### src/logic/i3c_tx_defs.svh
// I3C target transmit path widths, SCL synchronizer depth and stable-low threshold
`ifndef I3C_TX_DEFS_SVH
`define I3C_TX_DEFS_SVH

// Width of the timing counters and of the timing inputs
`define I3C_TCOUNT_W 20

// One data byte on the bus
`define I3C_BYTE_W 8

// Flip-flops between scl_i and the edge detector
`define I3C_SYNC_STAGES 2

// Cycles of synchronized SCL low before the low phase counts as stable
`define I3C_STABLE_LOW 4

`endif

### src/logic/i3c_tx_pkg.sv
// I3C target transmit path types: bus timing struct and FSM state encodings
`include "i3c_tx_defs.svh"

package i3c_tx_pkg;

  // Bus timings in clock cycles
  typedef struct packed {
    logic [`I3C_TCOUNT_W-1:0] t_r;       // SDA/SCL rise time
    logic [`I3C_TCOUNT_W-1:0] t_su_dat;  // Data setup before SCL rise
    logic [`I3C_TCOUNT_W-1:0] t_hd_dat;  // Data hold after SCL fall
  } i3c_timing_t;

  // Bit driver states
  typedef enum logic [2:0] {
    Idle,
    AwaitClockNegedge,
    SetupData,
    TransmitData,
    HoldData
  } tx_state_e;

  // What the bit driver's delay counter is loaded with
  typedef enum logic [1:0] {
    tSetupData,
    tHoldData,
    tNoDelay
  } tcount_sel_e;

  // Byte serializer states
  typedef enum logic [1:0] {
    WaitReq,
    Shift,
    WaitReqLow
  } flow_state_e;

endpackage

### src/logic/i3c_bit_if.sv
// Bit request and status link between the byte serializer and the SDA bit driver
`timescale 1ns/1ps

interface i3c_bit_if;

  // Serializer side
  logic drive;        // Bit request, held until tx_done
  logic drive_value;  // Bit to put on SDA
  logic sel_od_pp;    // 1 selects push-pull, 0 open drain

  // Bit driver side
  logic tx_done;      // One-cycle pulse when the bit is finished
  logic tx_idle;

  modport flow (
    output drive,
    output drive_value,
    output sel_od_pp,
    input  tx_done,
    input  tx_idle
  );

  modport tx (
    input  drive,
    input  drive_value,
    input  sel_od_pp,
    output tx_done,
    output tx_idle
  );

endinterface

### src/logic/scl_monitor.sv
// SCL monitor: synchronizes SCL and reports its edges and a stable low phase
`timescale 1ns/1ps
`include "i3c_tx_defs.svh"

module scl_monitor (
  input  logic clk_i,
  input  logic rst_ni,
  input  logic scl_i,
  output logic scl_negedge_o,
  output logic scl_posedge_o,
  output logic scl_stable_low_o
);

  localparam int unsigned LowCntW = $clog2(`I3C_STABLE_LOW + 1);
  localparam logic [LowCntW-1:0] LowThresh = LowCntW'(`I3C_STABLE_LOW);

  logic [`I3C_SYNC_STAGES-1:0] sync_q;
  logic                        scl_s;       // Synchronized SCL
  logic                        scl_prev_q;
  logic                        negedge_q;
  logic                        posedge_q;
  logic [LowCntW-1:0]          low_cnt_q;

  assign scl_s = sync_q[`I3C_SYNC_STAGES-1];

  // Bus idles with SCL high, so the chain resets to ones
  always_ff @(posedge clk_i or negedge rst_ni) begin
    if (!rst_ni) begin
      sync_q     <= '1;
      scl_prev_q <= 1'b1;
      negedge_q  <= 1'b0;
      posedge_q  <= 1'b0;
    end else begin
      sync_q     <= {sync_q[`I3C_SYNC_STAGES-2:0], scl_i};
      scl_prev_q <= scl_s;
      negedge_q  <= scl_prev_q & ~scl_s;
      posedge_q  <= ~scl_prev_q & scl_s;
    end
  end

  // Counts low cycles and saturates at the threshold
  always_ff @(posedge clk_i or negedge rst_ni) begin
    if (!rst_ni) begin
      low_cnt_q <= '0;
    end else if (scl_s) begin
      low_cnt_q <= '0;
    end else if (low_cnt_q != LowThresh) begin
      low_cnt_q <= low_cnt_q + 1'b1;
    end
  end

  assign scl_negedge_o    = negedge_q;
  assign scl_posedge_o    = posedge_q;
  assign scl_stable_low_o = (low_cnt_q == LowThresh);  // Drops with the posedge pulse

  a_edges_exclusive : assert property (
    @(posedge clk_i) disable iff (!rst_ni)
    !(scl_negedge_o && scl_posedge_o)
  );

endmodule

### src/logic/bus_tx.sv
// I3C target bit driver: places one bit on SDA with setup and hold timing against SCL
`timescale 1ns/1ps
`include "i3c_tx_defs.svh"

module bus_tx (
  input  logic                     clk_i,
  input  logic                     rst_ni,
  input  i3c_tx_pkg::i3c_timing_t  timing_i,
  i3c_bit_if.tx                    bit_if,
  input  logic                     scl_negedge_i,
  input  logic                     scl_posedge_i,
  input  logic                     scl_stable_low_i,
  output logic                     sel_od_pp_o,
  output logic                     sda_o
);

  localparam int unsigned TW = `I3C_TCOUNT_W;

  i3c_tx_pkg::tx_state_e   state_q, state_d;
  i3c_tx_pkg::tcount_sel_e tcount_sel;

  logic [TW-1:0] tcount_q;
  logic [TW-1:0] tcount_d;
  logic          load_tcount;

  logic [TW-1:0] t_sd;        // Rise plus setup
  logic [TW-1:0] t_sd_q;
  logic          t_sd_z_q;
  logic          t_hd_z_q;

  logic          sel_q;
  logic          sda;
  logic          tx_done;
  logic          scl_low_evt;  // SCL is in a phase where data may change
  logic          setup_done;

  assign t_sd        = timing_i.t_r + timing_i.t_su_dat;
  assign scl_low_evt = scl_stable_low_i | scl_negedge_i;
  // A rising SCL ends the setup window even if the count is not through
  assign setup_done  = (tcount_q == TW'(1)) | scl_posedge_i;

  always_ff @(posedge clk_i) begin
    t_sd_q   <= t_sd;
    t_sd_z_q <= (t_sd == '0);
    t_hd_z_q <= (timing_i.t_hd_dat == '0);
  end

  // Delay counter, loaded on request and free running down to zero
  always_comb begin
    tcount_d = tcount_q;
    if (load_tcount) begin
      unique case (tcount_sel)
        i3c_tx_pkg::tSetupData: tcount_d = t_sd_q;
        i3c_tx_pkg::tHoldData:  tcount_d = t_hd_z_q ? TW'(1) : timing_i.t_hd_dat;
        default:                tcount_d = TW'(1);
      endcase
    end else if (tcount_q != '0) begin
      tcount_d = tcount_q - 1'b1;
    end
  end

  always_ff @(posedge clk_i or negedge rst_ni) begin
    if (!rst_ni) begin
      tcount_q <= '0;
      state_q  <= i3c_tx_pkg::Idle;
    end else begin
      tcount_q <= tcount_d;
      state_q  <= state_d;
    end
  end

  // OD/PP choice follows the bit that was accepted
  always_ff @(posedge clk_i or negedge rst_ni) begin
    if (!rst_ni) begin
      sel_q <= 1'b0;
    end else if (state_q == i3c_tx_pkg::Idle && bit_if.drive) begin
      sel_q <= bit_if.sel_od_pp;
    end
  end

  always_comb begin
    sda         = 1'b1;  // Released unless a state drives it
    tx_done     = 1'b0;
    load_tcount = 1'b0;
    tcount_sel  = i3c_tx_pkg::tNoDelay;
    unique case (state_q)
      i3c_tx_pkg::Idle: begin
        if (bit_if.drive) begin
          tcount_sel  = i3c_tx_pkg::tSetupData;
          load_tcount = 1'b1;
          if (t_sd_z_q && scl_low_evt) sda = bit_if.drive_value;
        end
      end
      i3c_tx_pkg::AwaitClockNegedge: begin
        tcount_sel  = i3c_tx_pkg::tSetupData;
        load_tcount = 1'b1;  // Reloaded every cycle until SCL goes low
        if (t_sd_z_q && scl_low_evt) sda = bit_if.drive_value;
      end
      i3c_tx_pkg::SetupData: begin
        if (setup_done) sda = bit_if.drive_value;
      end
      i3c_tx_pkg::TransmitData: begin
        sda = bit_if.drive_value;
        if (scl_negedge_i) begin
          tcount_sel  = i3c_tx_pkg::tHoldData;
          load_tcount = 1'b1;
          tx_done     = t_hd_z_q;
        end
      end
      i3c_tx_pkg::HoldData: begin
        if (tcount_q != '0) begin
          sda = bit_if.drive_value;
        end else if (scl_stable_low_i) begin
          tx_done = 1'b1;
        end
      end
      default: ;
    endcase
  end

  always_comb begin
    state_d = state_q;
    unique case (state_q)
      i3c_tx_pkg::Idle: begin
        if (bit_if.drive) begin
          if (scl_low_evt) begin
            state_d = t_sd_z_q ? i3c_tx_pkg::TransmitData : i3c_tx_pkg::SetupData;
          end else begin
            state_d = i3c_tx_pkg::AwaitClockNegedge;
          end
        end
      end
      i3c_tx_pkg::AwaitClockNegedge: begin
        if (scl_low_evt) begin
          state_d = t_sd_z_q ? i3c_tx_pkg::TransmitData : i3c_tx_pkg::SetupData;
        end
      end
      i3c_tx_pkg::SetupData: begin
        if (setup_done) state_d = i3c_tx_pkg::TransmitData;
      end
      i3c_tx_pkg::TransmitData: begin
        if (scl_negedge_i) begin
          state_d = t_hd_z_q ? i3c_tx_pkg::Idle : i3c_tx_pkg::HoldData;
        end
      end
      i3c_tx_pkg::HoldData: begin
        if (tcount_q == '0 && scl_stable_low_i) state_d = i3c_tx_pkg::Idle;
      end
      default: state_d = i3c_tx_pkg::Idle;
    endcase
  end

  assign sda_o          = sda;
  assign sel_od_pp_o    = sel_q;
  assign bit_if.tx_done = tx_done;
  assign bit_if.tx_idle = (state_q == i3c_tx_pkg::Idle);

  a_no_done_in_idle : assert property (
    @(posedge clk_i) disable iff (!rst_ni)
    !(state_q == i3c_tx_pkg::Idle && tx_done)
  );

  // The serializer must not move a bit before the driver is through with it
  a_bit_held_until_done : assert property (
    @(posedge clk_i) disable iff (!rst_ni)
    (bit_if.drive && !tx_done) |=> (bit_if.drive && $stable(bit_if.drive_value))
  );

endmodule

### src/logic/byte_tx_flow.sv
// I3C target byte serializer: req/ack byte intake, MSB-first bits and T-bit
`timescale 1ns/1ps
`include "i3c_tx_defs.svh"

module byte_tx_flow (
  input  logic                   clk_i,
  input  logic                   rst_ni,
  input  logic                   data_req_i,
  input  logic                   last_i,
  input  logic [`I3C_BYTE_W-1:0] byte_i,
  output logic                   data_ack_o,
  i3c_bit_if.flow                bit_if
);

  localparam int unsigned CntW = $clog2(`I3C_BYTE_W + 1);
  localparam logic [CntW-1:0] TBitIdx = CntW'(`I3C_BYTE_W);

  i3c_tx_pkg::flow_state_e state_q, state_d;

  logic [`I3C_BYTE_W-1:0] shift_q;
  logic                   last_q;
  logic [CntW-1:0]        bit_cnt_q;
  logic                   ack_q;
  logic                   accept;
  logic                   tbit;      // Ninth bit of the byte
  logic                   advance;

  assign accept  = (state_q == i3c_tx_pkg::WaitReq) && data_req_i;
  assign tbit    = (bit_cnt_q == TBitIdx);
  assign advance = (state_q == i3c_tx_pkg::Shift) && bit_if.tx_done && !tbit;

  always_comb begin
    state_d = state_q;
    unique case (state_q)
      i3c_tx_pkg::WaitReq: begin
        if (data_req_i) state_d = i3c_tx_pkg::Shift;
      end
      i3c_tx_pkg::Shift: begin
        if (bit_if.tx_done && tbit) state_d = i3c_tx_pkg::WaitReqLow;
      end
      i3c_tx_pkg::WaitReqLow: begin
        // Handshake has to be back at rest before the next byte
        if (!ack_q && !data_req_i) state_d = i3c_tx_pkg::WaitReq;
      end
      default: state_d = i3c_tx_pkg::WaitReq;
    endcase
  end

  always_ff @(posedge clk_i or negedge rst_ni) begin
    if (!rst_ni) begin
      state_q   <= i3c_tx_pkg::WaitReq;
      ack_q     <= 1'b0;
      bit_cnt_q <= '0;
    end else begin
      state_q <= state_d;
      if (accept) begin
        ack_q <= 1'b1;
      end else if (!data_req_i) begin
        ack_q <= 1'b0;  // Host released req
      end
      if (accept) begin
        bit_cnt_q <= '0;
      end else if (advance) begin
        bit_cnt_q <= bit_cnt_q + 1'b1;
      end
    end
  end

  always_ff @(posedge clk_i) begin
    if (accept) begin
      shift_q <= byte_i;
      last_q  <= last_i;
    end else if (advance) begin
      shift_q <= {shift_q[`I3C_BYTE_W-2:0], 1'b0};
    end
  end

  assign data_ack_o         = ack_q;
  assign bit_if.drive       = (state_q == i3c_tx_pkg::Shift);
  assign bit_if.drive_value = tbit ? ~last_q : shift_q[`I3C_BYTE_W-1];  // T-bit is 1 if more follow
  assign bit_if.sel_od_pp   = ~tbit;  // Push-pull for data, open drain for T-bit

  a_ack_held_while_req : assert property (
    @(posedge clk_i) disable iff (!rst_ni)
    (data_ack_o && data_req_i) |=> data_ack_o
  );

endmodule

### src/logic/i3c_target_tx.sv
// I3C target SDR transmit path: SCL monitor, byte serializer and SDA bit driver
`timescale 1ns/1ps
`include "i3c_tx_defs.svh"

module i3c_target_tx (
  input  logic                     clk_i,
  input  logic                     rst_ni,
  input  logic                     scl_i,
  input  logic [`I3C_TCOUNT_W-1:0] t_r_i,
  input  logic [`I3C_TCOUNT_W-1:0] t_su_dat_i,
  input  logic [`I3C_TCOUNT_W-1:0] t_hd_dat_i,
  input  logic                     data_req_i,
  input  logic                     last_i,
  input  logic [`I3C_BYTE_W-1:0]   byte_i,
  output logic                     data_ack_o,
  output logic                     sda_o,
  output logic                     sel_od_pp_o,
  output logic                     tx_idle_o
);

  i3c_tx_pkg::i3c_timing_t timing;

  logic scl_negedge;
  logic scl_posedge;
  logic scl_stable_low;

  i3c_bit_if bit_if ();

  assign timing.t_r      = t_r_i;
  assign timing.t_su_dat = t_su_dat_i;
  assign timing.t_hd_dat = t_hd_dat_i;

  scl_monitor u_scl_monitor (
    .clk_i            (clk_i),
    .rst_ni           (rst_ni),
    .scl_i            (scl_i),
    .scl_negedge_o    (scl_negedge),
    .scl_posedge_o    (scl_posedge),
    .scl_stable_low_o (scl_stable_low)
  );

  byte_tx_flow u_byte_tx_flow (
    .clk_i      (clk_i),
    .rst_ni     (rst_ni),
    .data_req_i (data_req_i),
    .last_i     (last_i),
    .byte_i     (byte_i),
    .data_ack_o (data_ack_o),
    .bit_if     (bit_if.flow)
  );

  bus_tx u_bus_tx (
    .clk_i            (clk_i),
    .rst_ni           (rst_ni),
    .timing_i         (timing),
    .bit_if           (bit_if.tx),
    .scl_negedge_i    (scl_negedge),
    .scl_posedge_i    (scl_posedge),
    .scl_stable_low_i (scl_stable_low),
    .sel_od_pp_o      (sel_od_pp_o),
    .sda_o            (sda_o)
  );

  assign tx_idle_o = bit_if.tx_idle;

endmodule

### config.mk
export PLATFORM = sky130hd
export DESIGN_NAME = i3c_target_tx
export DESIGN_NICKNAME = d
export VERILOG_FILES = /design/src/logic/i3c_tx_pkg.sv /design/src/logic/i3c_bit_if.sv /design/src/logic/scl_monitor.sv /design/src/logic/bus_tx.sv /design/src/logic/byte_tx_flow.sv /design/src/logic/i3c_target_tx.sv
export VERILOG_INCLUDE_DIRS = /design/src /design/src/logic
export SDC_FILE = /design/constraint.sdc
export NUM_CORES = 1
export LEC_CHECK = 0
export BUFFER_PORTS_ARGS = -buffer_cell sky130_fd_sc_hd__buf_4
export CAP_MARGIN = 20
export CORE_UTILIZATION = 40
export DETAILED_ROUTE_END_ITERATION = 8
export SLEW_MARGIN = 20
export SYNTH_ARGS = -nofsm -noshare
export SYNTH_HDL_FRONTEND = slang
export SYNTH_SLANG_ARGS = --single-unit
### constraint.sdc
create_clock -name clk_i -period 2.7 [get_ports clk_i]
set_input_delay 0.54 -clock clk_i [delete_from_list [all_inputs] [get_ports clk_i]]
set_output_delay 0.54 -clock clk_i [all_outputs]
set_load 0.1 [all_outputs]
==> flow_summary.json, run 1 <==
{
  "routed_wl_um": 10100,
  "start_util_pct": 41.6,
  "relSlewSlack_pct": 57.2,
  "path_clk_slew_ns": 0.08,
  "fmax_mhz": 342,
  "grt_max_degree": 40,
  "cts_buffer_depth": 2,
  "required_ns": 2.16,
  "fin_area_mm2": 0.00566,
  "clock_latency_ns": 0.35,
  "fp.dieH_um": 103,
  "cp_max_fo": 4,
  "syn_area_mm2": 0.00408,
  "failed_checks": "setup timing",
  "cts_tree": "built",
  "vias_per_cell": 5.24,
  "ioPinCount": 77,
  "dp_hpwl_um": 7730,
  "async_flop_share_pct": 55.7,
  "slew_violations": 0,
  "status": "complete, but fails checks",
  "synth_nets": 521,
  "place.port_buffers": 76,
  "fin_skew_ns": 0.00430,
  "drt-initial-drc-count": 168,
  "ff2ff_setup_slack_ns": 0.09,
  "min_path_type": "in -> async",
  "diodes": 0,
  "root_buffer": "clkbuf_8",
  "syn_to_final_growth_pct": 38.7,
  "finalCriticalPeriod_ns": 2.92,
  "final_cell_mix": "131 x buf_4, 40 x nor2_1, 36 x dfrtp_1",
  "cts_made_buffers": 9,
  "ir_worst_vdd_uv": 490,
  "grt_pass1_wl_um": 16600,
  "detail-route-antenna-nets": 0,
  "core_mm2": 0.00982,
  "period_share_pct": 108,
  "p_leak_nw": 2.44,
  "arrival_ns": 2.38,
  "holdBufCountCts": 0,
  "die_area_mm2": 0.0106,
  "crit_path_start_kind": "register",
  "setup_viol": 1,
  "grt_overflow": 0,
  "drive_above_1_share_pct": 35.4,
  "hold_viol_final": 0,
  "power.density_mw_per_mm2": 763,
  "h-tree-depth": 3,
  "cts_sinks": 70,
  "drv_cap": 0,
  "globalplace.congestion": 0.789,
  "fin_setup_tns_ns": -0.223,
  "die_w_um": 103,
  "ys_types": 71,
  "final_nets": 657,
  "synth-seq-area-share_pct": 41.4,
  "final_common_cell": "buf_4",
  "critPathKind": "reg -> out",
  "wire_per_inst_um": 14.5,
  "synth-edff-count": 9,
  "ys_ff_latch": 70,
  "avgSynthCellArea_um2": 9.70,
  "endpoint_kind": "primary output",
  "track_usage_pct": 20.3,
  "rsz0062_at_grt": "true",
  "syn_inst": 421,
  "drc": 0,
  "dr.pass1.iters": 5,
  "setup_ws_ns": -0.223,
  "dpl_cell_area_mm2": 0.00523,
  "tightest_slew_ns": 0.641,
  "via_count": 3639,
  "grt_pass1_vias": 3582,
  "yosysWarnings": 0,
  "final_util_pct": 57.7,
  "num_rows": 36,
  "synth_top_flop_cell": "dfrtp_1",
  "antenna_found_initial": 0
}
==> final cells by class <==
cell class | instances | area, um2
Multi-Input combinational cell | 326 | 2470
Clock inverter | 7 | 97.6
Sequential cell | 70 | 1690
Fill cell | 896 | 4160
Timing Repair Buffer | 137 | 1060
Tap cell | 133 | 166
Inverter | 13 | 48.8
Clock buffer | 9 | 124
==> kinds of logic (layout without fill, tap and decap cells) <==
group,count (synthesis),after routing,synth area share [%]
AO/OA/AOI/OAI,114,114,19.4
AND/OR/NAND/NOR,142,142,18.5
multiplexers,10,10,2.70
XOR/XNOR,33,33,7.08
buffers and inverters,25,166,2.51
flip-flops,70,70,41.4
adder cells (fa/ha/maj),27,27,8.46
==> path summary, 6_finish.rpt <==
kind,cells past startpoint,from,end
min reg2reg,0,u_scl_monitor.sync_q[0],u_scl_monitor.sync_q[1]
max,8,u_bus_tx.tcount_q[16],sda_o
min,1,rst_ni,u_bus_tx.tcount_q[2]
min in group clk_i,1,scl_i,u_scl_monitor.sync_q[0]
max reg2reg,11,u_bus_tx.tcount_q[4],u_byte_tx_flow.bit_cnt_q[3]
max in group asynchronous,1,rst_ni,u_bus_tx.tcount_q[5]
==> report_power, final <==
part	switching [mW]	internal [mW]
clock network	0.411	0.522
logic	0.981	0.834
registers	0.221	1.35
==> worst max-delay path, stage by stage (launching register included) <==
cell and delay, ns:
dfrtp_1 0.38, or4_4 0.55, nor4b_2 0.21, buf_4 0.16
a31oi_1 0.09, a21oi_1 0.15, or3_4 0.16, o2111ai_4 0.13
buf_12 0.20
==> routing by layer <==
| metal | vias to the layer above | global-route usage (%) | routed length (um) |
|---|---|---|---|
| met4 | 0 | 6.39 | 112 |
| met3 | 12 | 3.46 | 353 |
| met2 | 81 | 34.6 | 4910 |
| met1 | 1703 | 26.3 | 4690 |
| li1 | 1843 | - | - |
| met5 | - | 0 | 0 |
==> per-stage QoR <==
stage / instances / hold WS, ns / worst slack, ns / power (mW)
after floorplan: 421 / 0.244 / -0.104 / 2.72
after global placement: 671 / 0.350 / -0.361 / 3.28
after detailed placement: 671 / 0.347 / -0.429 / 3.32
after CTS: 694 / 0.169 / -0.250 / 4.30
after global routing: 695 / 0.182 / -0.352 / 4.60
final: 695 / 0.144 / -0.223 / 4.32
==> Yosys cell counts (4+ instances only) <==
cell,count,share of area (%)
mux2_2,8,2.2
a21oi_1,26,3.2
a221oi_1,4,0.86
ha_1,26,8.0
nor3_1,13,1.6
a22oi_1,8,1.5
o21ai_0,20,2.5
nand3_1,10,1.2
edfxtp_1,9,6.6
a211oi_1,7,1.3
o21a_1,4,0.74
xor2_1,12,2.6
a21o_1,6,1.1
clkbuf_1,8,0.74
dfrtp_1,36,22
xnor2_1,21,4.5
o22ai_1,5,0.77
inv_1,13,1.2
a222oi_1,4,0.98
nor3b_1,5,0.92
nor2b_1,5,0.77
nand2_1,31,2.9
nor4_1,8,1.2
nor2_1,40,3.7
dfxtp_1,22,11
a31oi_1,5,0.77
==> what timing repair did <==
action,CTS,global route
gates resized for setup,6,24
gates cloned,0,0
buffers inserted,7,2
endpoints found under the setup margin,2,15
pin swaps,5,12
==> registers in the layout, indices dropped and copies added, names as in the netlist, 2 cells and up <==
register	count
u_scl_monitor.sync_q	2
u_byte_tx_flow.shift_q	8
u_byte_tx_flow.bit_cnt_q	4
u_bus_tx.tcount_q	20
u_bus_tx.t_sd_q	20
u_bus_tx.state_q	3
u_byte_tx_flow.state_q	2
u_scl_monitor.low_cnt_q	3
Power figures use the tool's default switching activity.
==> inputs of run 2 (changes only) <==
--- a/config.mk
+++ b/config.mk
@@ -6,10 +6,12 @@
 export SDC_FILE = /design/constraint.sdc
 export NUM_CORES = 1
 export LEC_CHECK = 0
+export ABC_AREA = 1
 export BUFFER_PORTS_ARGS = -buffer_cell sky130_fd_sc_hd__buf_4
 export CAP_MARGIN = 20
 export CORE_UTILIZATION = 40
 export DETAILED_ROUTE_END_ITERATION = 8
+export PLACE_DENSITY = 0.6
 export SLEW_MARGIN = 20
 export SYNTH_ARGS = -nofsm -noshare
 export SYNTH_HDL_FRONTEND = slang
==> flow_summary.json, run 2 <==
{
  "yosysWarnings": 0,
  "arrival_ns": 1.98,
  "die_area_mm2": 0.0120,
  "detail-route-antenna-nets": 0,
  "ir_worst_vdd_uv": 886,
  "ys_types": 48,
  "cts_tree": "built",
  "rsz0062_at_grt": "false",
  "grt_max_degree": 40,
  "tightest_slew_ns": 0.494,
  "clock_latency_ns": 0.32,
  "whs_ns": 0.176,
  "fp.dieH_um": 110,
  "critPathKind": "reg -> out",
  "reg.largest.list": "u_bus_tx.t_sd_q (20), u_bus_tx.tcount_q (20), u_byte_tx_flow.shift_q (8)",
  "final_nets": 832,
  "synth.most_common_cell": "nand2_1",
  "num_rows": 38,
  "fin_setup_tns_ns": 0,
  "final_common_cell": "nand2_1",
  "core_mm2": 0.0111,
  "synth-seq-area-share_pct": 36.4,
  "cts_sinks": 70,
  "path_cells": "nor2_1 -> nand2_1 -> nor2_1 -> nand2_1 -> nor2_4 -> o21ai_0 -> o2111ai_2 -> buf_4",
  "root_buffer": "clkbuf_16",
  "cp_max_fo": 4,
  "finalPower_mw": 4.80,
  "async_flop_share_pct": 55.7,
  "grt_pass1_wl_um": 18500,
  "path_clk_slew_ns": 0.06,
  "required_ns": 2.16,
  "relSlewSlack_pct": 67.1,
  "slowest_delay_ns": 0.41,
  "setup_viol": 0,
  "cts_made_buffers": 9,
  "start_util_pct": 41.9,
  "slew_violations": 0,
  "yosys-top-cells-area": "dfrtp_1 19%, nand2_1 16%, dfxtp_1 9.5%, inv_1 7.4%, ha_1 7.0%",
  "synth_nets": 750,
  "syn_area_mm2": 0.00464,
  "diodes": 0,
  "avgSynthCellArea_um2": 7.15,
  "critPathSlowestCell": "dfrtp_1",
  "drv_cap": 0,
  "globalplace.congestion": 0.914,
  "fin_area_mm2": 0.00566,
  "yosysTopAreaCellShare_pct": 19.4,
  "ys_ff_latch": 70,
  "status": "finished, final reports clean",
  "post_cts_buffers": 0,
  "grt_pass1_vias": 4194,
  "min_path_type": "in -> async",
  "final_util_pct": 51.1,
  "drc": 0,
  "fin_skew_ns": 0.00676,
  "n_fill_cell": 1098,
  "p_leak_nw": 2.93,
  "syn_inst": 650,
  "dp_hpwl_um": 8900,
  "grt_overflow": 0,
  "track_usage_pct": 19.8,
  "synthTopCellsByCount": "204 x nand2_1, 91 x inv_1, 50 x nor2_1",
  "dpl_cell_area_mm2": 0.00536,
  "synth-edff-count": 9,
  "finalCriticalPeriod_ns": 2.52,
  "dr.pass1.iters": 4,
  "fmax_mhz": 397,
  "endpoint_kind": "primary output",
  "cts_resized": 0,
  "cts_buffer_depth": 2,
  "crit_path_start_kind": "register",
  "syn_to_final_growth_pct": 21.8,
  "power.density_mw_per_mm2": 849,
  "wire_per_inst_um": 12.5,
  "ioPinCount": 77,
  "antenna_found_initial": 0,
  "place.port_buffers": 76,
  "synth_largest_area_cell": "dfrtp_1",
  "cp_top_family": "simple AND/OR/NAND/NOR gates",
  "period_share_pct": 93.3,
  "drt-initial-drc-count": 170,
  "holdBufCountCts": 0,
  "synth_top_flop_cell": "dfrtp_1",
  "via_count": 4343,
  "vias_per_cell": 4.95,
  "hold_viol_final": 0,
  "h-tree-depth": 3,
  "crit_buf_inv": 1,
  "drive_above_1_share_pct": 17.0,
  "routed_wl_um": 11000,
  "final_cell_mix": "204 x nand2_1, 91 x inv_1, 77 x buf_4",
  "die_w_um": 110
}
==> run 2: cell types whose count changed after synthesis, moves of 6 or more <==
| cell | previous run | this run |
|---|---|---|
| a211oi_1 | 7 | 0 |
| a21o_1 | 6 | 0 |
| a21oi_1 | 26 | 33 |
| clkbuf_1 | 8 | 1 |
| inv_1 | 13 | 91 |
| mux2_2 | 8 | 0 |
| nand2_1 | 31 | 204 |
| nand2_2 | 0 | 8 |
| nand3_1 | 10 | 42 |
| nand4_1 | 1 | 9 |
| nor2_1 | 40 | 50 |
| o21ai_0 | 20 | 13 |
| xnor2_1 | 21 | 3 |
==> run 2: worst paths after layout <==
| check | startpoint | cells past startpoint | slack (ns) | endpoint |
|---|---|---|---|---|
| setup / recovery | u_bus_tx.tcount_q[9] | 8 | 0.18 | sda_o |
| min in group clk_i | scl_i | 1 | 0.32 | u_scl_monitor.sync_q[0] |
| hold reg to reg | u_scl_monitor.sync_q[0] | 0 | 0.36 | u_scl_monitor.sync_q[1] |
| setup reg to reg | u_bus_tx.tcount_q[9] | 9 | 0.70 | u_byte_tx_flow.shift_q[7] |
| max in group asynchronous | rst_ni | 1 | 2.15 | u_scl_monitor.sync_q[0] |
| hold / removal | rst_ni | 1 | 0.18 | u_scl_monitor.low_cnt_q[2] |
==> run 2: routing by layer <==
layer	GRT usage (%)	routed length, um	vias up
met5	0	0	-
met4	7.52	252	0
met3	3.08	408	18
met2	37.0	5650	115
met1	22.3	4680	1928
li1	-	-	2282
==> run 2: where the power goes <==
group	internal [mW]	switching, mW
clock	0.737	0.412
combinational	0.736	1.32
sequential	1.37	0.225
total	2.84	1.96
==> run 2: through the flow <==
| step | setup WS [ns] | std cells |
|---|---|---|
| 2_1_floorplan | 0.294 | 650 |
| 3_3_place_gp | 0.311 | 861 |
| 3_5_place_dp | 0.308 | 861 |
| 4_1_cts | 0.159 | 877 |
| 5_1_grt | 0.0245 | 877 |
| 6_report | 0.180 | 877 |
==> run 2: cell families after synthesis <==
kind of cell / count (synthesis) / synth area share [%]
and+or+nand+nor: 349 / 33.3
buffers and inverters: 104 / 8.89
AOI/OAI and AO/OA: 82 / 10.6
DFF: 70 / 36.4
adders and majority gates: 27 / 7.44
xor gates and xnor gates: 18 / 3.39
==> run 2: area by class of cell <==
class                      instances  area [um2]  area share (%)
clock inverter                     4        47.5           0.841
tap                              140         175            3.10
clock buffer                      12         246            4.36
sequential                        70        1690            29.9
inverter                          98         372            6.57
timing repair buffer              77         578            10.2
multi-input combinational        476        2550            45.0
==> inputs of run 3 (changes only) <==
--- a/config.mk
+++ b/config.mk
@@ -11,6 +11,7 @@
 export CAP_MARGIN = 20
 export CORE_UTILIZATION = 40
 export DETAILED_ROUTE_END_ITERATION = 8
+export MAX_ROUTING_LAYER = met4
 export PLACE_DENSITY = 0.6
 export SLEW_MARGIN = 20
 export SYNTH_ARGS = -nofsm -noshare
==> flow_summary.json, run 3 (same netlist as run 2, synthesis figures left out) <==
{
  "status": "finished, final reports clean",
  "dp_hpwl_um": 9140,
  "clock_latency_ns": 0.33,
  "wire_per_inst_um": 12.8,
  "multiInputGateArea_mm2": 0.00255,
  "via_count": 4374,
  "grt_max_degree": 40,
  "hold_viol_final": 0,
  "fin_area_mm2": 0.00568,
  "ioPinCount": 77,
  "path_clk_slew_ns": 0.06,
  "power.density_mw_per_mm2": 856,
  "p_leak_nw": 2.93,
  "core_mm2": 0.0111,
  "switching_share_pct": 40.4,
  "cp_max_fo": 5,
  "routed_wl_um": 11200,
  "rr_startpoint": "u_bus_tx.tcount_q[15]",
  "period_share_pct": 93.9,
  "relSlewSlack_pct": 66.2,
  "crit_path_start_kind": "register",
  "antenna_found_initial": 0,
  "detail-route-antenna-nets": 0,
  "place_inst": 861,
  "fmax_mhz": 394,
  "min_path_type": "in -> async",
  "pwr-share-comb_pct": 42.5,
  "start_util_pct": 41.9,
  "die_area_mm2": 0.0120,
  "reg.largest.list": "u_bus_tx.t_sd_q (20), u_bus_tx.tcount_q (20), u_byte_tx_flow.shift_q (8)",
  "finalCriticalPeriod_ns": 2.54,
  "tightest_slew_ns": 0.508,
  "cts_tree": "built",
  "num_rows": 38,
  "r2r_cells": 9,
  "diodes": 0,
  "drc": 0,
  "drive_above_1_share_pct": 17.2,
  "fin_skew_ns": 0.00833,
  "dpl_cell_area_mm2": 0.00536,
  "ff2ff_setup_slack_ns": 0.70,
  "fin_setup_tns_ns": 0,
  "syn_to_final_growth_pct": 22.3,
  "p_int_mw": 2.90,
  "fin_cells": 877,
  "ir_worst_vdd_uv": 606,
  "root_buffer": "clkbuf_16",
  "die_w_um": 110,
  "endpoint_kind": "primary output",
  "required_ns": 2.16,
  "n_fill_cell": 1098,
  "seq_power_share_pct": 32.8,
  "post_cts_buffers": 0,
  "arrival_ns": 2.00,
  "finalPower_mw": 4.86,
  "switching_power_mw": 1.97,
  "h-tree-depth": 3,
  "seqCellArea_mm2": 0.00169,
  "fp.dieH_um": 110,
  "clkPwrFrac_pct": 24.7,
  "critPathKind": "reg -> out",
  "cts_buffer_depth": 2,
  "setup_viol": 0,
  "cts_made_buffers": 9,
  "path_cells": "inv_1 -> ha_1 -> nand2_1 -> nor2_2 -> or2_2 -> a21oi_1 -> o2111ai_2 -> buf_4",
  "grt_pass1_wl_um": 19100,
  "cts_sinks": 70,
  "slew_violations": 0,
  "drv_cap": 0,
  "rsz0062_at_grt": "false",
  "final_cell_mix": "204 x nand2_1, 91 x inv_1, 77 x buf_4",
  "slowest_delay_ns": 0.38,
  "r2r-end": "u_byte_tx_flow.shift_q[7]",
  "grt_overflow": 0,
  "drt-initial-drc-count": 175,
  "final_common_cell": "nand2_1",
  "whs_ns": 0.179,
  "critPathSlowestCell": "dfrtp_1",
  "final_nets": 832,
  "track_usage_pct": 21.0,
  "place.port_buffers": 76,
  "holdBufCountCts": 0,
  "vias_per_cell": 4.99,
  "dr.pass1.iters": 4,
  "grt_pass1_vias": 4222,
  "globalplace.congestion": 0.927
}
[run 3: cell types whose count changed in the layout (fill, tap and decap cells not counted)]
cell	previous run	this run
clkbuf_8	1	3
clkbuf_1	2	1
clkinv_2	3	2
nor2_1	50	49
nor2_2	3	4
[run 3: final cells by class]
class,count,area share (%)
Multi-Input combinational cell,476,44.9
Sequential cell,70,29.8
Timing Repair Buffer,77,10.2
Inverter,98,6.54
Clock buffer,13,4.76
Tap cell,140,3.09
Clock inverter,3,0.749
[run 3: what timing repair did]
action	CTS	global route
hold endpoints to repair	0	0
resized for setup	0	1
endpoints found under the setup margin	0	1
[run 3: worst max-delay path, delay by kind of cell (launching register included)]
kind,cells,cell delay (ns)
compound gates,2,0.32
fa+ha+maj,1,0.20
buf+inv,2,0.33
flops,1,0.38
simple gates,3,0.43
[run 3: metal layers]
layer	vias to the layer above	track usage, %	routed length, um
li1	2278	-	-
met1	1987	23.2	4730
met2	92	38.6	5840
met3	17	2.13	379
met4	0	8.00	233
met5	-	-	0
[run 3: per-stage QoR]
| step | util [%] | setup slack [ns] |
|---|---|---|
| after floorplan | - | 0.294 |
| after global placement | 48.4 | 0.322 |
| after detailed placement | 48.4 | 0.319 |
| after CTS | 51.2 | 0.134 |
| after global routing | 51.3 | 0.0158 |
| final | 51.3 | 0.165 |
[run 3: power by group through the flow]
stage	clock network, mW	registers, mW	logic (mW)
2_1_floorplan	0	1.63	1.58
3_3_place_gp	0	1.60	2.04
3_5_place_dp	0	1.61	2.07
4_1_cts	1.23	1.59	2.08
5_1_grt	1.27	1.63	2.35
6_report	1.20	1.59	2.07
[run 3: worst max-delay path by stage]
stage / start / to / slack (ns) / cells past startpoint
floorplan: u_scl_monitor.low_cnt_q[0] / sda_o / 0.29 / 7
global placement: t_r_i[0] / u_bus_tx.t_sd_z_q / 0.32 / 14
detailed placement: t_r_i[0] / u_bus_tx.t_sd_z_q / 0.32 / 14
CTS: u_byte_tx_flow.bit_cnt_q[0] / sda_o / 0.13 / 8
global route: u_byte_tx_flow.bit_cnt_q[0] / sda_o / 0.02 / 8
finish: u_byte_tx_flow.bit_cnt_q[0] / sda_o / 0.16 / 8
